`src/source/eeprom_bus_pkg.sv`:
```
package eeprom_bus_pkg;

    // 2 KB part, eight blocks of 256 bytes
    typedef logic [10:0] word_addr_t;

    // top three address bits, sent inside the control byte
    typedef logic [2:0] block_sel_t;

    typedef logic [7:0] data_byte_t;

    // fixed upper nibble of every control byte
    localparam logic [3:0] DEVICE_CODE = 4'b1010;

endpackage

```
`src/source/eeprom_request_latch.sv`:
```
`timescale 1ns/1ps

module eeprom_request_latch
    import eeprom_bus_pkg::*;
(
    input  logic       CLK,
    input  logic       RESET,
    input  logic       wr,
    input  logic       rd,
    input  word_addr_t addr,
    input  data_byte_t wr_data,
    input  logic       ack,
    output logic       busy,
    output logic       req_start,
    output logic       req_read,
    output word_addr_t req_addr,
    output data_byte_t req_data
);

    logic accept;

    assign accept = (wr || rd) && !busy;  // strobes while busy are dropped

    always_ff @(posedge CLK)
    begin
        if (RESET)
        begin
            busy      <= 1'b0;
            req_start <= 1'b0;
            req_read  <= 1'b0;
        end
        else
        begin
            req_start <= accept;
            if (accept)
            begin
                busy     <= 1'b1;
                req_read <= rd;
            end
            else if (ack)
                busy <= 1'b0;
        end
    end

    always_ff @(posedge CLK)
    begin
        if (accept)
        begin
            req_addr <= addr;
            req_data <= wr_data;
        end
    end

    a_single_strobe: assert property (@(posedge CLK) disable iff (RESET) !(wr && rd));

    // sequencer only finishes a request this block handed over
    a_ack_while_busy: assert property (@(posedge CLK) disable iff (RESET) ack |-> busy);

endmodule

```
`config.mk`:
```
export PLATFORM = sky130hd
export DESIGN_NAME = eeprom_request_latch
export DESIGN_NICKNAME = d
export VERILOG_FILES = /design/src/source/eeprom_bus_pkg.sv /design/src/source/eeprom_request_latch.sv
export SDC_FILE = /design/constraint.sdc
export NUM_CORES = 1
export LEC_CHECK = 0
export BUFFER_PORTS_ARGS = -buffer_cell sky130_fd_sc_hd__buf_2
export CORE_MARGIN = 5
export CORE_UTILIZATION = 39
export DETAILED_ROUTE_END_ITERATION = 16
export GPL_ROUTABILITY_DRIVEN = 0
export PLACE_DENSITY = 0.76
export SETUP_SLACK_MARGIN = 0.02
export SLEW_MARGIN = 20
export SYNTH_ARGS = -nofsm -noshare
export SYNTH_HDL_FRONTEND = slang
export SYNTH_SLANG_ARGS = --single-unit
```
`constraint.sdc`:
```
create_clock -name CLK -period 2 [get_ports CLK]
set_clock_uncertainty 0.2 [all_clocks]
set_input_delay 0.1 -clock CLK [delete_from_list [all_inputs] [get_ports CLK]]
set_output_delay 0.1 -clock CLK [all_outputs]
set_load 0.1 [all_outputs]
```
---- Yosys cells after proc, flatten, opt, wreduce, memory -nomap -nowiden ----
Index checks and enable logic that the tools add are counted.
storage, ports and cells
  logic and storage cells ................. 11
  register bits ........................... 22
  input bits .............................. 24
  output and inout bits ................... 22
cells by class
  reduce and logical (&&, ||, !) cells .... 4
  muxes and demuxes ....................... 2
operators with widths
  kind                 count
  $mux W1              2
  $reduce_bool A2 Y1   1
  $logic_and A1 B1 Y1  1
  $logic_not A1 Y1     1
  $logic_or A1 B1 Y1   1

---- Logic depth before layout (Yosys ltp) ----
  word-level depth ........................ 3
  mapped depth ............................ 2
  depth with buffers taken out ............ 2

---- Worst setup path before layout ----
Ideal clock, no wire load.
  path type ............................... register -> register
  from .................................... register busy
  to ...................................... register req_addr[0] (enable)
  setup slack ............................. -0.280 ns
  arrival ................................. 1.686 ns
  data required time ...................... 1.405 ns
  clock period less this slack ............ 2.280 ns
  stages on the path, launching flop included .. 2
  library setup time ...................... 0.395 ns
  path buffers ............................ 0
  cell sequence ........................... dfxtp_1 -> nor2_1
between the ends
  word-level cells in the longest chain between the ends .. 2
ends and longest elaborated chain
  item                    RTL line                    RTL
  from (decl)             eeprom_request_latch.sv:13  output logic busy,
  from (signal assigned)  eeprom_request_latch.sv:28  busy <= 1'b0;
  from (signal assigned)  eeprom_request_latch.sv:37  busy <= 1'b1;
  from (signal assigned)  eeprom_request_latch.sv:41  busy <= 1'b0;
  $logic_not A1 Y1        eeprom_request_latch.sv:22  assign accept = (wr || rd) && !busy;
  $logic_and A1 B1 Y1     eeprom_request_latch.sv:22
  via accept              eeprom_request_latch.sv:20  logic accept;
  to (signal assigned)    eeprom_request_latch.sv:49  req_addr <= addr;
  to (decl)               eeprom_request_latch.sv:16  output word_addr_t req_addr,
The timed path passes the listed nets, and every way through them passes these cells.
A chain may end at the register's enable or synchronous reset.

---- Worst setup path after layout ----
  from .................................... input rd
  to ...................................... register busy
between the ends
  word-level cells in the longest chain between the ends .. 3
  elaborated cells between the ends (all ways) .. 4
  classes of those cells .................. mux (1); reduce/logical (3)
ends and longest elaborated chain
  item                                           RTL line                    RTL
  from (decl)                                    eeprom_request_latch.sv:9   input logic rd,
  $logic_or A1 B1 Y1 (*)                         eeprom_request_latch.sv:22
  $logic_and A1 B1 Y1 (*)                        eeprom_request_latch.sv:22
  $mux W1 or $reduce_bool A2 Y1 (tied branches)  --
Every way passes the cells marked *; elsewhere a longest branch is shown, timed or not.

==> impl_results.md <==
- Drt initial violations: 24
- Final nets: 130
- DIE AREA: 2700 um2
- Worst-path maximum fanout: 3
- Drt drc: 0
- Final Hold Violating Endpoints: 0
- Mapped Nets: 55
- Clock slew at reported path FFs: 0.12 ns
- Vias in the first global route: 615
- Pwr dens: 1000 nW/um2
- Ports: 46
- WHS: 0.290 ns
- CP required: 2.00 ns
- Die W: 51.9 um
- Max Cap Viol: 0
- First drt pass iteration count: 2
- Peak VDD IR: 0.000500 V
- Worst setup EP type: register
- Leading area contributor after synthesis: edfxtp_1
- Final Setup Violations: 0
- Worst setup SP type: primary input
- Avg Inst Size Synth: 22.1 um2
- Port Buffer Count: 45
- Total Power: 1.26 mW
- Critical Path AT: 1.68 ns
- Crit path top cell by count: dlygate4sd3_1
- Clk_lat worst skew: 0.30 ns
- Yosys warnings: 0
- Seq cells post-synth: 22
- Antenna cells: 0
- Mapped Area: 686 um2
- CTS Buf Count: 3
- Number of flops mapped to enable cells by yosys: 19
- Post_cts resized: 0
- TritonCTS clock tree: done
- Row count: 15
- Class of the tightest hold or removal check: primary input to register
- Crit path time final: 1.67 ns
- First-pass GRT wire length: 2.85 mm
- Slew Limit Headroom: 64.8%
- Vias: 552
- Pins over their slew limit: 0
- Period utilisation layout: 83.7%
- Synth Flop Type: edfxtp_1
- Synth cell types: 9
- Top post-synthesis cells by count: 19 x edfxtp_1, 3 x dfxtp_1, 2 x nor2_1, 2 x nor3_1
- Final ANT Viol Nets: 0
- Top-area cell type share of the netlist area: 83.2%
- Setup WS pre-CTS: 0.582 ns
- Status: finished, final reports clean
- Post-CTS Setup Bufs: 0
- Synth async-reset ratio: 0%
- Tot GR Track Use: 15.4%
- F_max: 598 MHz
- Detailed Place HPWL: 1.04 mm
- Max clock buf depth: 2
- Initial Utilization: 40.1%
- Slowest stage delay, CP: 0.56 ns
- Register area share after synthesis: 92.0%
- Top-count cell post-synth: edfxtp_1
- Least-Margin Pin Slew: 0.526 ns
- Pleak: 0.546 nW
- Total negative slack: 0 ns
- Cells taking the most area after synthesis: edfxtp_1 83%, dfxtp_1 8.8%, a211oi_2 1.8%
- Crit-path cells: dlygate4sd3_1 -> buf_2 -> nor3_1 -> a211oi_2 -> dlygate4sd3_1
- Clk sinks: 22
- Worst setup margin: 0.326 ns
- Largest net degree at the start of global routing: 20
- Post-Route WL: 1.77 mm
- Initial antenna violation count: 0
- Fin area: 1250 um2
- GRT overflow: 0
- Synthesis-to-finish area growth: 82.7%
- Proportion of layout cells with a drive suffix above 1: 48.6%
- Clock Tree Root: clkbuf_4
- Chip Height: 51.9 um
- Core Util, Final: 73.3%
- Syn Inst Count: 31
- CP max-delay cell: dlygate4sd3_1
- Wire length per cell: 13.6 um
- Core area: 1710 um2
- Non-Filler Instances: 130
- CTS H-tree depth: 1
- CTS Hold Bufs: 25
- RSZ-0062 raised after global routing: false
- Placed instance count: 101
- Placed Area: 950 um2
- Vias per std cell: 4.25
- Setup Crit Path Kind: primary input to register
-- sequential cells by signal (all words and copies together) (netlist names) --
name / count
req_addr: 11
req_data: 8
busy: 1
req_read: 1
req_start: 1
-- metal layers --
metal	routed length [um]	share of wire, %	vias up	track usage [%]
li1	-	-	267	-
met1	592	34	254	14.3
met2	1020	57	29	29.9
met3	142	8.0	2	3.44
met4	15	0.85	0	8.73
met5	0	0	-	0
-- critical path: cells and delay by family --
| family | cells | cell delay [ns] |
|---|---|---|
| buf+inv | 3 | 1.23 |
| simple gates | 1 | 0.29 |
| compound gates | 1 | 0.05 |
-- area by class of cell --
class	count	area [um2]
Clock buffer	3	22.5
Clock inverter	1	30.0
Fill cell	115	455
Sequential cell	22	631
Inverter	1	3.75
Multi-Input combinational cell	8	58.8
Tap cell	25	31.3
Timing Repair Buffer	70	475
-- layout by cell type (no fill, tap or decap) --
master / synthesis / final
a211oi_2: 1 / 1
buf_2: 0 / 45
bufinv_16: 0 / 1
clkbuf_4: 0 / 3
dfxtp_1: 3 / 3
dlygate4sd3_1: 0 / 25
edfxtp_1: 19 / 19
inv_1: 1 / 1
nand2b_1: 1 / 1
nor2_1: 2 / 1
nor2_4: 0 / 1
nor2b_1: 1 / 1
nor3_1: 2 / 2
o32ai_1: 1 / 1
-- kinds of logic after synthesis --
logic type / synth area share, %
buf+inv: 0.547
compound gates: 3.10
simple gates: 4.38
flops: 92.0
-- power by group --
group,switching [mW],internal (mW)
Sequential,0.0119,0.540
Combinational,0.292,0.0773
Clock,0.131,0.203
-- worst paths after layout --
check                         start                endpoint  slack, ns  cells after the start
setup / recovery                 rd       busy$_SDFFE_PP0P_       0.33                      5
hold / removal              addr[1]   req_addr[1]$_DFFE_PP_       0.29                      2
setup reg to reg  busy$_SDFFE_PP0P_       busy$_SDFFE_PP0P_       0.36                      3
hold reg to reg   busy$_SDFFE_PP0P_  req_addr[10]$_DFFE_PP_       0.69                      1
(Power assumes the default switching activity.)
