**config.mk**
```make
export PLATFORM = sky130hd
export DESIGN_NAME = eeprom_transfer_sequencer
export DESIGN_NICKNAME = d
export VERILOG_FILES = /design/src/source/eeprom_bus_pkg.sv /design/src/source/i2c_phy_pkg.sv /design/src/source/eeprom_transfer_sequencer.sv
export SDC_FILE = /design/constraint.sdc
export NUM_CORES = 1
export LEC_CHECK = 0
export BUFFER_PORTS_ARGS = -buffer_cell sky130_fd_sc_hd__buf_2
export CORE_AREA = 3 3 42 82
export DETAILED_ROUTE_END_ITERATION = 16
export DIE_AREA = 0 0 45 85
export PLACE_DENSITY = 0.78
export SYNTH_ARGS = -nofsm -noshare
export SYNTH_HDL_FRONTEND = slang
export SYNTH_SLANG_ARGS = --single-unit
```
**constraint.sdc**
```tcl
create_clock -name CLK -period 2.5 [get_ports CLK]
set_clock_uncertainty 0.05 [all_clocks]
set_input_delay 0.5 -clock CLK [delete_from_list [all_inputs] [get_ports CLK]]
set_output_delay 0.5 -clock CLK [all_outputs]
set_load 0.02 [all_outputs]
```
**src/source/eeprom_bus_pkg.sv**
```systemverilog
package eeprom_bus_pkg;

    // 2 KB part, eight blocks of 256 bytes
    typedef logic [10:0] word_addr_t;

    // top three address bits, sent inside the control byte
    typedef logic [2:0] block_sel_t;

    typedef logic [7:0] data_byte_t;

    // fixed upper nibble of every control byte
    localparam logic [3:0] DEVICE_CODE = 4'b1010;

endpackage

```
**src/source/i2c_phy_pkg.sv**
```systemverilog
package i2c_phy_pkg;

    // byte level commands from sequencer to bit engine
    typedef enum logic [1:0] {
        CMD_START,
        CMD_STOP,
        CMD_WRITE_BYTE,
        CMD_READ_BYTE
    } bus_cmd_t;

    // each non-idle state lasts one half period of scl
    typedef enum logic [3:0] {
        PHY_IDLE,
        PHY_START_A,    // scl low for a repeated start, else bus idle
        PHY_START_B,    // scl high, sda falls halfway
        PHY_BIT_LOW,
        PHY_BIT_HIGH,
        PHY_ACK_LOW,
        PHY_ACK_HIGH,
        PHY_STOP_A,     // scl low, sda pulled low
        PHY_STOP_B      // scl high, sda released halfway
    } phy_state_t;

endpackage

```
**src/source/eeprom_transfer_sequencer.sv**
```systemverilog
`timescale 1ns/1ps

module eeprom_transfer_sequencer
    import eeprom_bus_pkg::*, i2c_phy_pkg::*;
(
    input  logic       CLK,
    input  logic       RESET,
    input  logic       req_start,
    input  logic       req_read,
    input  word_addr_t req_addr,
    input  data_byte_t req_data,
    input  logic       cmd_done,
    input  logic       rx_nack,
    input  data_byte_t rx_byte,
    output logic       cmd_valid,
    output bus_cmd_t   cmd,
    output data_byte_t tx_byte,
    output logic       ack,
    output logic       nack_err,
    output data_byte_t rd_data
);

    typedef enum logic [3:0] {
        SEQ_IDLE,
        SEQ_START,
        SEQ_CTRL_WR,
        SEQ_ADDR,
        SEQ_DATA,
        SEQ_RESTART,
        SEQ_CTRL_RD,
        SEQ_READ,
        SEQ_STOP
    } seq_state_t;

    seq_state_t state;
    logic       wr_byte_done;

    // device code, block select, r/w bit
    function automatic data_byte_t ctrl_byte(input block_sel_t blk, input logic rd_bit);
        ctrl_byte = {DEVICE_CODE, blk, rd_bit};
    endfunction

    task automatic issue(input bus_cmd_t c, input data_byte_t b);
        cmd_valid <= 1'b1;
        cmd       <= c;
        tx_byte   <= b;
    endtask

    // rx_nack only means something after a byte we sent
    assign wr_byte_done = cmd_done &&
                          (state inside {SEQ_CTRL_WR, SEQ_ADDR, SEQ_DATA, SEQ_CTRL_RD});

    always_ff @(posedge CLK)
    begin
        if (RESET)
        begin
            state     <= SEQ_IDLE;
            cmd_valid <= 1'b0;
            ack       <= 1'b0;
            nack_err  <= 1'b0;
        end
        else
        begin
            cmd_valid <= 1'b0;
            ack       <= 1'b0;
            if (wr_byte_done && rx_nack)
            begin
                nack_err <= 1'b1;  // no ack from slave, stop right away
                issue(CMD_STOP, 8'h00);
                state <= SEQ_STOP;
            end
            else
            begin
                case (state)
                    SEQ_IDLE:
                        if (req_start)
                        begin
                            nack_err <= 1'b0;
                            issue(CMD_START, 8'h00);
                            state <= SEQ_START;
                        end
                    SEQ_START:
                        if (cmd_done)
                        begin
                            issue(CMD_WRITE_BYTE, ctrl_byte(req_addr[10:8], 1'b0));
                            state <= SEQ_CTRL_WR;
                        end
                    SEQ_CTRL_WR:
                        if (cmd_done)
                        begin
                            issue(CMD_WRITE_BYTE, req_addr[7:0]);
                            state <= SEQ_ADDR;
                        end
                    SEQ_ADDR:
                        if (cmd_done && req_read)
                        begin
                            issue(CMD_START, 8'h00);  // repeated start
                            state <= SEQ_RESTART;
                        end
                        else if (cmd_done)
                        begin
                            issue(CMD_WRITE_BYTE, req_data);
                            state <= SEQ_DATA;
                        end
                    SEQ_DATA, SEQ_READ:
                        if (cmd_done)
                        begin
                            issue(CMD_STOP, 8'h00);
                            state <= SEQ_STOP;
                        end
                    SEQ_RESTART:
                        if (cmd_done)
                        begin
                            issue(CMD_WRITE_BYTE, ctrl_byte(req_addr[10:8], 1'b1));
                            state <= SEQ_CTRL_RD;
                        end
                    SEQ_CTRL_RD:
                        if (cmd_done)
                        begin
                            issue(CMD_READ_BYTE, 8'h00);
                            state <= SEQ_READ;
                        end
                    SEQ_STOP:
                        if (cmd_done)
                        begin
                            ack   <= 1'b1;
                            state <= SEQ_IDLE;
                        end
                    default:
                        state <= SEQ_IDLE;
                endcase
            end
        end
    end

    // held until the next read finishes
    always_ff @(posedge CLK)
    begin
        if (state == SEQ_READ && cmd_done)
            rd_data <= rx_byte;
    end

    a_one_cmd_in_flight: assert property (@(posedge CLK) disable iff (RESET)
        cmd_valid |=> (!cmd_valid throughout cmd_done[->1]));

endmodule

```
### Word level (Yosys, flattened, before mapping)

Cells that the tools add are included.

* reductions and logical operators: 21
* equal/unequal tests: 25
* bitwise logic cells: 2
* mux-type cells: 33

Operators with widths (count)
* $mux W8: 7
* $pmux W8 S6: 1
* $mux W4: 10
* $pmux W4 S8: 1
* $reduce_and A8 Y1: 3
* $eq A4 B3 Y1 const B: 4
* $ne A3 B3 Y1 const B: 5
* $ne A2 B2 Y1 const B: 7
* $mux W2: 5
* $pmux W2 S5: 1
* $ne A3 B2 Y1 const B: 3
* $reduce_or A3 Y1: 3
* $eq A4 B2 Y1 const B: 2
* $mux W1: 7
* $reduce_bool A7 Y1: 1
* $reduce_bool A6 Y1: 1
* $reduce_or A6 Y1: 1
* $reduce_and A5 Y1: 1
* $eq A4 B1 Y1 const B: 1
* $eq A4 B4 Y1 const B: 1
* $logic_and A1 B1 Y1: 4
* $logic_not A4 Y1: 1
* $ne A4 B2 Y1 const B: 1
* $reduce_bool A2 Y1: 2
* other kinds (6): 8

* input port bits: 33
* word-level logic and storage cells: 89
* output and inout bits: 21
* bits in registers: 25

### Logic depth before layout (Yosys ltp)

Gate-level depths: netlist (run 1).

* depth after elaboration: 6
* depth in mapped cells: 5

### Worst setup path after synthesis (run 1)

Ideal clock, no wire load.

* path kind: input -> register
* from: in cmd_done
* to: reg rd_data[0], enable pin
* stages on the path: 3
* buffers on the path: 1
* path slack: 0.433 ns
* library setup time: 0.395 ns
* arrival: 1.622 ns
* cell sequence: buf_2 > inv_1 > nor4_1

* word-level cells in the longest chain between the ends: 1

Ends and longest elaborated chain
* from (decl): line eeprom_transfer_sequencer.sv:12 `input logic cmd_done,`
* $logic_and A1 B1 Y1: line eeprom_transfer_sequencer.sv:139 `if (state == SEQ_READ && cmd_done)`
* to (signal assigned): line eeprom_transfer_sequencer.sv:140 `rd_data <= rx_byte;`
* to (decl): line eeprom_transfer_sequencer.sv:20 `output data_byte_t rd_data`

No other way between the ends.
A chain may end at the register's enable or synchronous reset.

### Worst setup path in the final report (run 1)

* from: reg state[2]
* to: reg cmd[1], data pin

* word-level cells in the longest chain between the ends: 4
* elaborated cells between the ends (all ways): 14

Ends and longest elaborated chain
* from (decl): line eeprom_transfer_sequencer.sv:35 `seq_state_t state;`
* from (signal assigned): line eeprom_transfer_sequencer.sv:57 `state <= SEQ_IDLE;`
* from (signal assigned): line eeprom_transfer_sequencer.sv:70 `state <= SEQ_STOP;`
* from (signal assigned): line eeprom_transfer_sequencer.sv:80 `state <= SEQ_START;`
* parallel branches: the longest is 4 deep, another holds $pmux W2 S5
* to (decl): line eeprom_transfer_sequencer.sv:16 `output bus_cmd_t cmd,`

Several ways; the timed one is not identified.

==> run_results.csv, run 1 <==
group,metric,value,unit
placement,port_buffers,53,
timing,fmax,530,MHz
clock_tree,post-cts-setup-buffers,0,
critical_path,cp_cell_sequence,"nand2_1 > or3_1 > a2111oi_2",
flow_run,maxCapViolations,0,
critical_path,crit_arrival,1.93,ns
placement,dpl.hpwl,2750,um
grt,grt_pass1_wl,5380,um
critical_path,path_delay_family,"flip-flops",
synthesis,synthMostInstantiatedCell,"edfxtp_1",
timing,fin_tns_setup,0,ns
grt,grt_max_degree,20,
grt,grt_pass1_vias,1179,
placement,place_congestion,0.955,
route,drtIter0Drc,43,
synthesis,ys.flop_type,"edfxtp_1",
clock_tree,htree_num_levels,1,
floorplanning,pin_count,54,
critical_path,crit_end,"cmd[1]",
power,p_int,677,uW
run_status,status,"finished, final reports clean",
synthesis,synth_area_leaders,"edfxtp_1 40%, dfxtp_1 10%, a211oi_2 4.6%, a21oi_1 3.0%, nand3_1 2.2%",
critical_path,critPathKind,"flop to flop",
synthesis,ys_seq_area_share,50.5,%
grt,grt_use_total,19.0,%
timing,fin_crit,1.89,ns
clock_tree,numCtsBuffers,3,
synthesis,synth_xor_area_share,0.650,%
synthesis,syn-num-nets,146,
power,ir_drop,0.398,mV
floorplanning,die_h,85,um
critical_path,startpoint,"state[2]",
floorplanning,dieArea,3830,um2
synthesis,synth_top_family_by_area,"simple AND/OR/NAND/NOR gates",
synthesis,synth_simple_gate_area_share,21.6,%
route,drtPass1Iterations,6,
route,remaining_drc_errors,0,
critical_path,cp-start-kind,"flop",
synthesis,ys_types,46,
clock_tree,cts-resized-gates,0,
critical_path,max_stage_delay,0.76,ns
clock_tree,hold_buffers,0,
layout,drive_above_1_share,47.0,%
clock_tree,clk_pin_slew_worst_paths,0.09,ns
hold_path,hold_class,"input port to flop",
clock_tree,clock_path_buffers,2,
power,switching_share,29.4,%
critical_path,r2r.worst_path.cells,3,
critical_path,crit_cells,3,
clock_tree,clk_latency,0.27,ns
synthesis,synth.cell_area,1350,um2
route,post_drt_wl_per_cell,17.8,um
timing,rsz0062_at_grt,"no",
route,drt-total-wl,3450,um
synthesis,synthAdderAreaFrac,0,%
power,leakage,0.000651,uW
floorplanning,row_count,28,
route,antenna_left,0,
layout,diodes,0,
timing,post-route-period-util,75.5,%
synthesis,yosysTopAreaCell,"edfxtp_1",
clock_tree,cts_tree,"built",
synthesis,syn-instance-count,113,
synthesis,synth-compound-area-share,21.0,%
critical_path,rr_startpoint,"state[2]",
power,power,959,uW
critical_path,slowest_stage,"dfxtp_1",
critical_path,path_buf_inv,0,
synthesis,synth_top_cell_area_share,40.1,%
critical_path,cp_data_required_time,2.54,ns
critical_path,r2r-end,"cmd[1]",
synthesis,synth_warnings,0,
critical_path,crit_fanout,19,
timing,hold_viol,0,
synthesis,async_flop_share,0,%
power,seqPwrFrac,52.0,%
power,power_switching,282,uW
clock_tree,root_buffer,"clkbuf_8",
synthesis,synth_edf_count,18,
layout,fin_nets,198,
power,clkPwrFrac,26.7,%
route,routed_via_density,6.11,
synthesis,synth_commonest_cells,"18 x edfxtp_1, 8 x a21oi_1, 7 x dfxtp_1, 6 x nand3_1",
floorplanning,fp.dieW,45,um
timing,relSlewSlack,50.1,%
power,power_frac_comb,21.4,%
critical_path,setup.reg_to_reg.worst_slack,0.61,ns
timing,slew_viol_final,0,
critical_path,endpoint_kind,"flop",
floorplanning,core,2940,um2
route,via_count,1186,
timing,tightest_slew,0.748,ns
synthesis,syn_area_per_cell,11.9,um2
floorplanning,start_util,45.8,%
clock_tree,cts_sinks,25,
synthesis,ys_ff_latch,25,
synthesis,yosys-mux-area-fraction,0.743,%
timing,finalSetupViolCount,0,
layout,area_growth,23.2,%
grt,grt_overflow_total,0,
power,powerDensity,577,nW/um2
grt,grt_antenna_before_repair,0,
[cell type report]
cell class              count  area, um2
inverters                   3       11.3
clock buffers               3       41.3
multi-input cells          76        593
well taps                  30       37.5
clock inverters             1       8.76
repair buffers             56        288
flip-flops and latches     25        681
fillers                   264       1280
[sequential cells by signal (all words and copies together), names as in the netlist]
| name | cells |
|---|---|
| rd_data | 8 |
| tx_byte | 8 |
| state | 4 |
| cmd | 2 |
| ack | 1 |
| cmd_valid | 1 |
| nack_err | 1 |
[per-stage QoR]
stage | hold slack (ns) | util, % | worst slack, ns | area [um2] | std cells
after global placement | 0.411 | 54.7 | 0.741 | 1610 | 190
after CTS | 0.340 | 56.4 | 0.606 | 1660 | 194
final | 0.342 | 56.4 | 0.612 | 1660 | 194
after global routing | 0.332 | 56.4 | 0.477 | 1660 | 194
after detailed placement | 0.405 | 54.7 | 0.622 | 1610 | 190
after floorplan | 0.486 | - | 0.433 | 1350 | 113
[cells by family after synthesis]
family | after synthesis
flops | 25
xor+xnor | 1
compound gates | 34
simple gates | 40
mux | 1
buf+inv | 12
[worst min-delay path by stage]
stage,start,endpoint,slack [ns],cells after the start
after floorplan,nack_err,nack_err,0.49,2
after global placement,nack_err,nack_err,0.41,2
after detailed placement,nack_err,nack_err,0.40,2
after CTS,rx_byte[7],rd_data[7],0.34,1
after global routing,rx_byte[2],rd_data[2],0.33,1
final,rx_byte[7],rd_data[7],0.34,1
[layer usage]
metal | share of wire, % | GRT usage, %
met3 | 7.8 | 2.97
met5 | 0 | 0
met4 | 1.4 | 6.40
met1 | 32 | 18.2
met2 | 58 | 37.3
[power groups by stage]
stage	logic (uW)	clock network (uW)	registers (uW)
4_1_cts	206	258	498
2_1_floorplan	136	0	512
3_3_place_gp	198	0	506
3_5_place_dp	205	0	507
5_1_grt	221	277	502
6_report	205	256	498
[worst register-to-register path: stages (launching register included)]
cell and delay (ns):
dfxtp_1 0.76, nand2_1 0.22, or3_1 0.38, a2111oi_2 0.30
[layout by cell type, fill, tap and decap left out, types with 2 or more instances in the layout]
master     synthesis  final
buf_2              5     53
edfxtp_1          18     18
a21oi_1            8      8
dfxtp_1            7      7
nand3_1            6      6
nor3_1             5      5
nand2_1            5      5
a211oi_2           5      5
a22oi_1            4      4
nand2b_1           3      3
a32oi_1            3      3
clkbuf_8           0      3
buf_4              2      3
inv_1              2      2
and2b_1            2      2
o21ai_1            2      2
a211oi_1           2      2
a2111oi_2          2      2
or3_1              2      2
nand4_1            2      2
No activity file was read; power rests on OpenSTA's default activity.
==> run 2, diff against run 1 <==
clock period = 1.9 ns   (was 2.5 ns; I/O delays follow)
==> run_results.csv, run 2 (synthesized netlist as in run 1, its figures left out) <==
group,metric,value,unit
floorplanning,start_util,45.8,%
timing,fin_tns_setup,0,ns
layout,fin_nets,207,
floorplanning,fp.dieW,45,um
placement,dpl.hpwl,2990,um
route,drt-total-wl,3860,um
layout,diodes,0,
layout,largestRegisters,"rd_data: 8 flops, tx_byte: 8 flops, state: 4 flops",
timing,rsz0062_at_grt,"no",
floorplanning,pin_count,54,
grt,grt_pass1_vias,1308,
layout,area_growth,28.8,%
route,via_count,1260,
critical_path,endpoint_kind,"flop",
route,drtIter0Drc,68,
timing,slew_viol_final,0,
hold_path,hold_class,"input port to flop",
floorplanning,row_count,28,
clock_tree,clk_pin_slew_worst_paths,0.09,ns
clock_tree,htree_num_levels,1,
clock_tree,cts_tree,"built",
clock_tree,numCtsBuffers,3,
floorplanning,dieArea,3830,um2
critical_path,path_buf_inv,1,
clock_tree,post-cts-setup-buffers,0,
layout,mostFrequentLayoutCells,"53 x buf_2, 18 x edfxtp_1, 12 x buf_4",
route,post_drt_wl_per_cell,19.0,um
critical_path,crit_arrival,1.77,ns
floorplanning,core,2940,um2
layout,layout_commonest_cell,"buf_2",
layout,fin_cells,203,
critical_path,crit_fanout,7,
timing,relSlewSlack,58.6,%
layout,drive_above_1_share,50.9,%
timing,fin_hold_ws,0.224,ns
power,power,1290,uW
grt,grt_use_total,21.3,%
clock_tree,clk_latency,0.27,ns
route,remaining_drc_errors,0,
critical_path,slowest_stage,"dfxtp_1",
placement,dp.cells,199,
critical_path,cp_cell_sequence,"buf_4 > nor4b_4 > a22oi_1 > a211oi_2",
run_status,status,"finished, final reports clean",
critical_path,cp_data_required_time,1.96,ns
route,antenna_left,0,
critical_path,critPathKind,"flop to flop",
timing,post-route-period-util,90.0,%
grt,grt_overflow_total,0,
grt,grt_pass1_wl,6120,um
critical_path,max_stage_delay,0.45,ns
critical_path,path_delay_family,"flip-flops",
timing,fin_crit,1.71,ns
timing,tightest_slew,0.618,ns
clock_tree,cts-resized-gates,0,
clock_tree,root_buffer,"clkbuf_8",
critical_path,cp-start-kind,"flop",
route,drtPass1Iterations,6,
route,routed_via_density,6.21,
timing,finalSetupViolCount,0,
clock_tree,clock_path_buffers,2,
power,powerDensity,740,nW/um2
power,ir_drop,0.565,mV
timing,hold_viol,0,
timing,fmax,585,MHz
grt,grt_max_degree,15,
grt,grt_antenna_before_repair,0,
placement,port_buffers,53,
floorplanning,die_h,85,um
placement,place_congestion,0.940,
flow_run,maxCapViolations,0,
clock_tree,hold_buffers,0,
power,leakage,0.000698,uW
clock_tree,cts_sinks,25,
[run 2: through the flow]
stage | utilization, % | instance area, um2 | worst slack, ns
finish | 59.0 | 1740 | 0.190
global route | 59.0 | 1740 | 0.0632
CTS | 59.0 | 1740 | 0.211
detailed placement | 57.4 | 1690 | 0.244
global placement | 57.4 | 1690 | 0.319
floorplan | - | 1360 | 0.196
[run 2: worst register-to-register path, delay by kind of cell (launching register included)]
| kind | cells | cell delay (ns) |
|---|---|---|
| and+or+nand+nor | 1 | 0.40 |
| AOI/OAI and AO/OA | 2 | 0.45 |
| buffers and inverters | 1 | 0.19 |
| DFF | 1 | 0.45 |
[run 2: layout make-up]
| cell class | instances | area, um2 |
|---|---|---|
| clock buffers | 3 | 41.3 |
| fillers | 247 | 1210 |
| repair buffers | 65 | 355 |
| clock inverters | 1 | 5.00 |
| multi-input cells | 76 | 604 |
| flip-flops and latches | 25 | 681 |
| well taps | 30 | 37.5 |
| inverters | 3 | 11.3 |
[run 2: routing by layer]
metal | vias up | routed length (um) | GRT usage (%)
li1 | 563 | - | -
met1 | 602 | 1310 | 20.9
met2 | 78 | 2100 | 38.8
met3 | 17 | 309 | 5.10
met4 | 0 | 134 | 10.1
met5 | - | 0 | 0
[run 2: final timing paths]
path / startpoint / end / slack [ns] / cells past startpoint
hold / removal: rx_byte[1] / rd_data[1] / 0.22 / 1
hold reg to reg: nack_err / nack_err / 0.42 / 2
setup reg to reg: state[1] / tx_byte[3] / 0.19 / 4
setup / recovery: state[1] / tx_byte[3] / 0.19 / 4
[run 2: where the power goes]
part           total (uW)  internal, uW  switching, uW
Combinational         323           138            186
Sequential            633           617           16.2
Clock                 328           147            181
Total                1290           902            383
==> run 3, diff against run 2 <==
CORE_AREA = 3 3 50 70   (was 3 3 42 82)
DIE_AREA = 0 0 53 73   (was 0 0 45 85)
PLACE_DENSITY = 0.77   (was 0.78)
==> run_results.csv, run 3 (synthesized netlist as in run 1, its figures left out) <==
group,metric,value,unit
timing,slew_viol_final,0,
route,routed_via_density,5.53,
critical_path,cp-start-kind,"flop",
grt,grt_use_total,17.3,%
placement,pre_cts_ws,0.182,ns
hold_path,hold_class,"input port to flop",
timing,fin_tns_setup,0,ns
critical_path,endpoint_kind,"flop",
route,drtPass1Iterations,6,
critical_path,crit_fanout,14,
clock_tree,cts-resized-gates,0,
layout,fin_nets,205,
placement,port_buffers,53,
route,drt-total-wl,3190,um
floorplanning,row_count,23,
power,powerDensity,720,nW/um2
route,antenna_left,0,
clock_tree,cts_tree,"built",
layout,drive_above_1_share,49.7,%
floorplanning,fp.dieW,53,um
route,drtIter0Drc,47,
floorplanning,pin_count,54,
critical_path,path_buf_inv,0,
timing,timing.final.ws_setup,0.149,ns
placement,dpl.hpwl,2480,um
critical_path,crit_arrival,1.60,ns
run_status,status,"finished, final reports clean",
clock_tree,cts_sinks,25,
layout,area_growth,28.2,%
timing,fmax,571,MHz
floorplanning,dieArea,3870,um2
clock_tree,clk_latency,0.26,ns
grt,grt_max_degree,15,
floorplanning,core,2910,um2
timing,hold_viol,0,
timing,tightest_slew,0.580,ns
timing,finalSetupViolCount,0,
clock_tree,root_buffer,"clkbuf_8",
layout,layout_commonest_cell,"buf_2",
critical_path,path_delay_family,"flip-flops",
flow_run,maxCapViolations,0,
grt,grt_pass1_vias,1106,
critical_path,max_stage_delay,0.63,ns
layout,fill_cells,254,
layout,mostFrequentLayoutCells,"53 x buf_2, 18 x edfxtp_1, 10 x buf_4",
power,leakage,0.000686,uW
timing,rsz0062_at_grt,"no",
grt,grt_overflow_total,0,
critical_path,cp_cell_sequence,"nor3_4 > mux2i_1 > nor3_2",
route,post_drt_wl_per_cell,15.3,um
layout,largestRegisters,"rd_data: 8 flops, tx_byte: 8 flops, state: 4 flops",
clock_tree,numCtsBuffers,3,
timing,post-route-period-util,92.2,%
route,remaining_drc_errors,0,
critical_path,critPathKind,"flop to flop",
floorplanning,start_util,46.4,%
critical_path,cp_data_required_time,1.75,ns
timing,fin_crit,1.75,ns
clock_tree,clock_path_buffers,2,
timing,relSlewSlack,61.1,%
power,ir_drop,0.452,mV
grt,grt_pass1_wl,5050,um
clock_tree,hold_buffers,0,
placement,place_congestion,0.947,
clock_tree,clk_pin_slew_worst_paths,0.08,ns
floorplanning,die_h,73,um
layout,diodes,0,
route,via_count,1150,
grt,grt_antenna_before_repair,0,
clock_tree,htree_num_levels,1,
critical_path,slowest_stage,"dfxtp_1",
==> run 3: cell types whose count changed in the layout (fill, tap and decap cells not counted) <==
cell	delta
buf_4	-2
clkbuf_1	+1
clkinv_2	-1
==> run 3: worst register-to-register path: stages (launching register included) <==
cell     delay, ns
dfxtp_1       0.63
nor3_4        0.09
mux2i_1       0.16
nor3_2        0.46
==> run 3: metal layers <==
metal / global-route usage (%) / wire length, um
met4: 6.82 / 34
met2: 29.6 / 1650
met5: 0 / 0
met1: 21.8 / 1270
met3: 1.84 / 235
==> run 3: report_power, final <==
part | switching (uW) | internal, uW | total [uW] | leakage [uW]
clock network | 148 | 149 | 298 | 0.0000228
registers | 22.0 | 617 | 639 | 0.000226
logic | 170 | 138 | 308 | 0.000437
total | 340 | 904 | 1240 | 0.000686
==> run 3: final cells by class <==
| type | count | area, um2 | share of cell area [%] |
|---|---|---|---|
| Sequential cell | 25 | 681 | 39.4 |
| Multi-Input combinational cell | 76 | 604 | 35.0 |
| Timing Repair Buffer | 63 | 340 | 19.7 |
| Tap cell | 37 | 46.3 | 2.68 |
| Clock buffer | 4 | 45.0 | 2.61 |
| Inverter | 3 | 11.3 | 0.652 |
==> run 3: timing repair <==
action | 4_1_cts | 5_1_grt
endpoints found under the hold margin | 0 | 0
setup buffers | 0 | 2
endpoints found under the setup margin | 0 | 3
==> run 3: worst paths after layout <==
path               from  cells past startpoint    endpoint  slack [ns]
max            state[1]                      3  tx_byte[0]        0.15
min          rx_byte[5]                      1  rd_data[5]        0.25
max reg2reg    state[1]                      3  tx_byte[0]        0.15
min reg2reg    nack_err                      2    nack_err        0.41
==> run 3: stage by stage <==
| step | instances | hold WS [ns] | power [uW] | utilization (%) | instance area (um2) |
|---|---|---|---|---|---|
| after global routing | 208 | 0.228 | 1310 | 59.4 | 1730 |
| after CTS | 206 | 0.238 | 1250 | 58.9 | 1710 |
| after detailed placement | 202 | 0.406 | 951 | 57.4 | 1670 |
| after global placement | 202 | 0.400 | 943 | 57.4 | 1670 |
| final | 208 | 0.246 | 1240 | 59.4 | 1730 |
| after floorplan | 113 | 0.399 | 854 | - | 1360 |
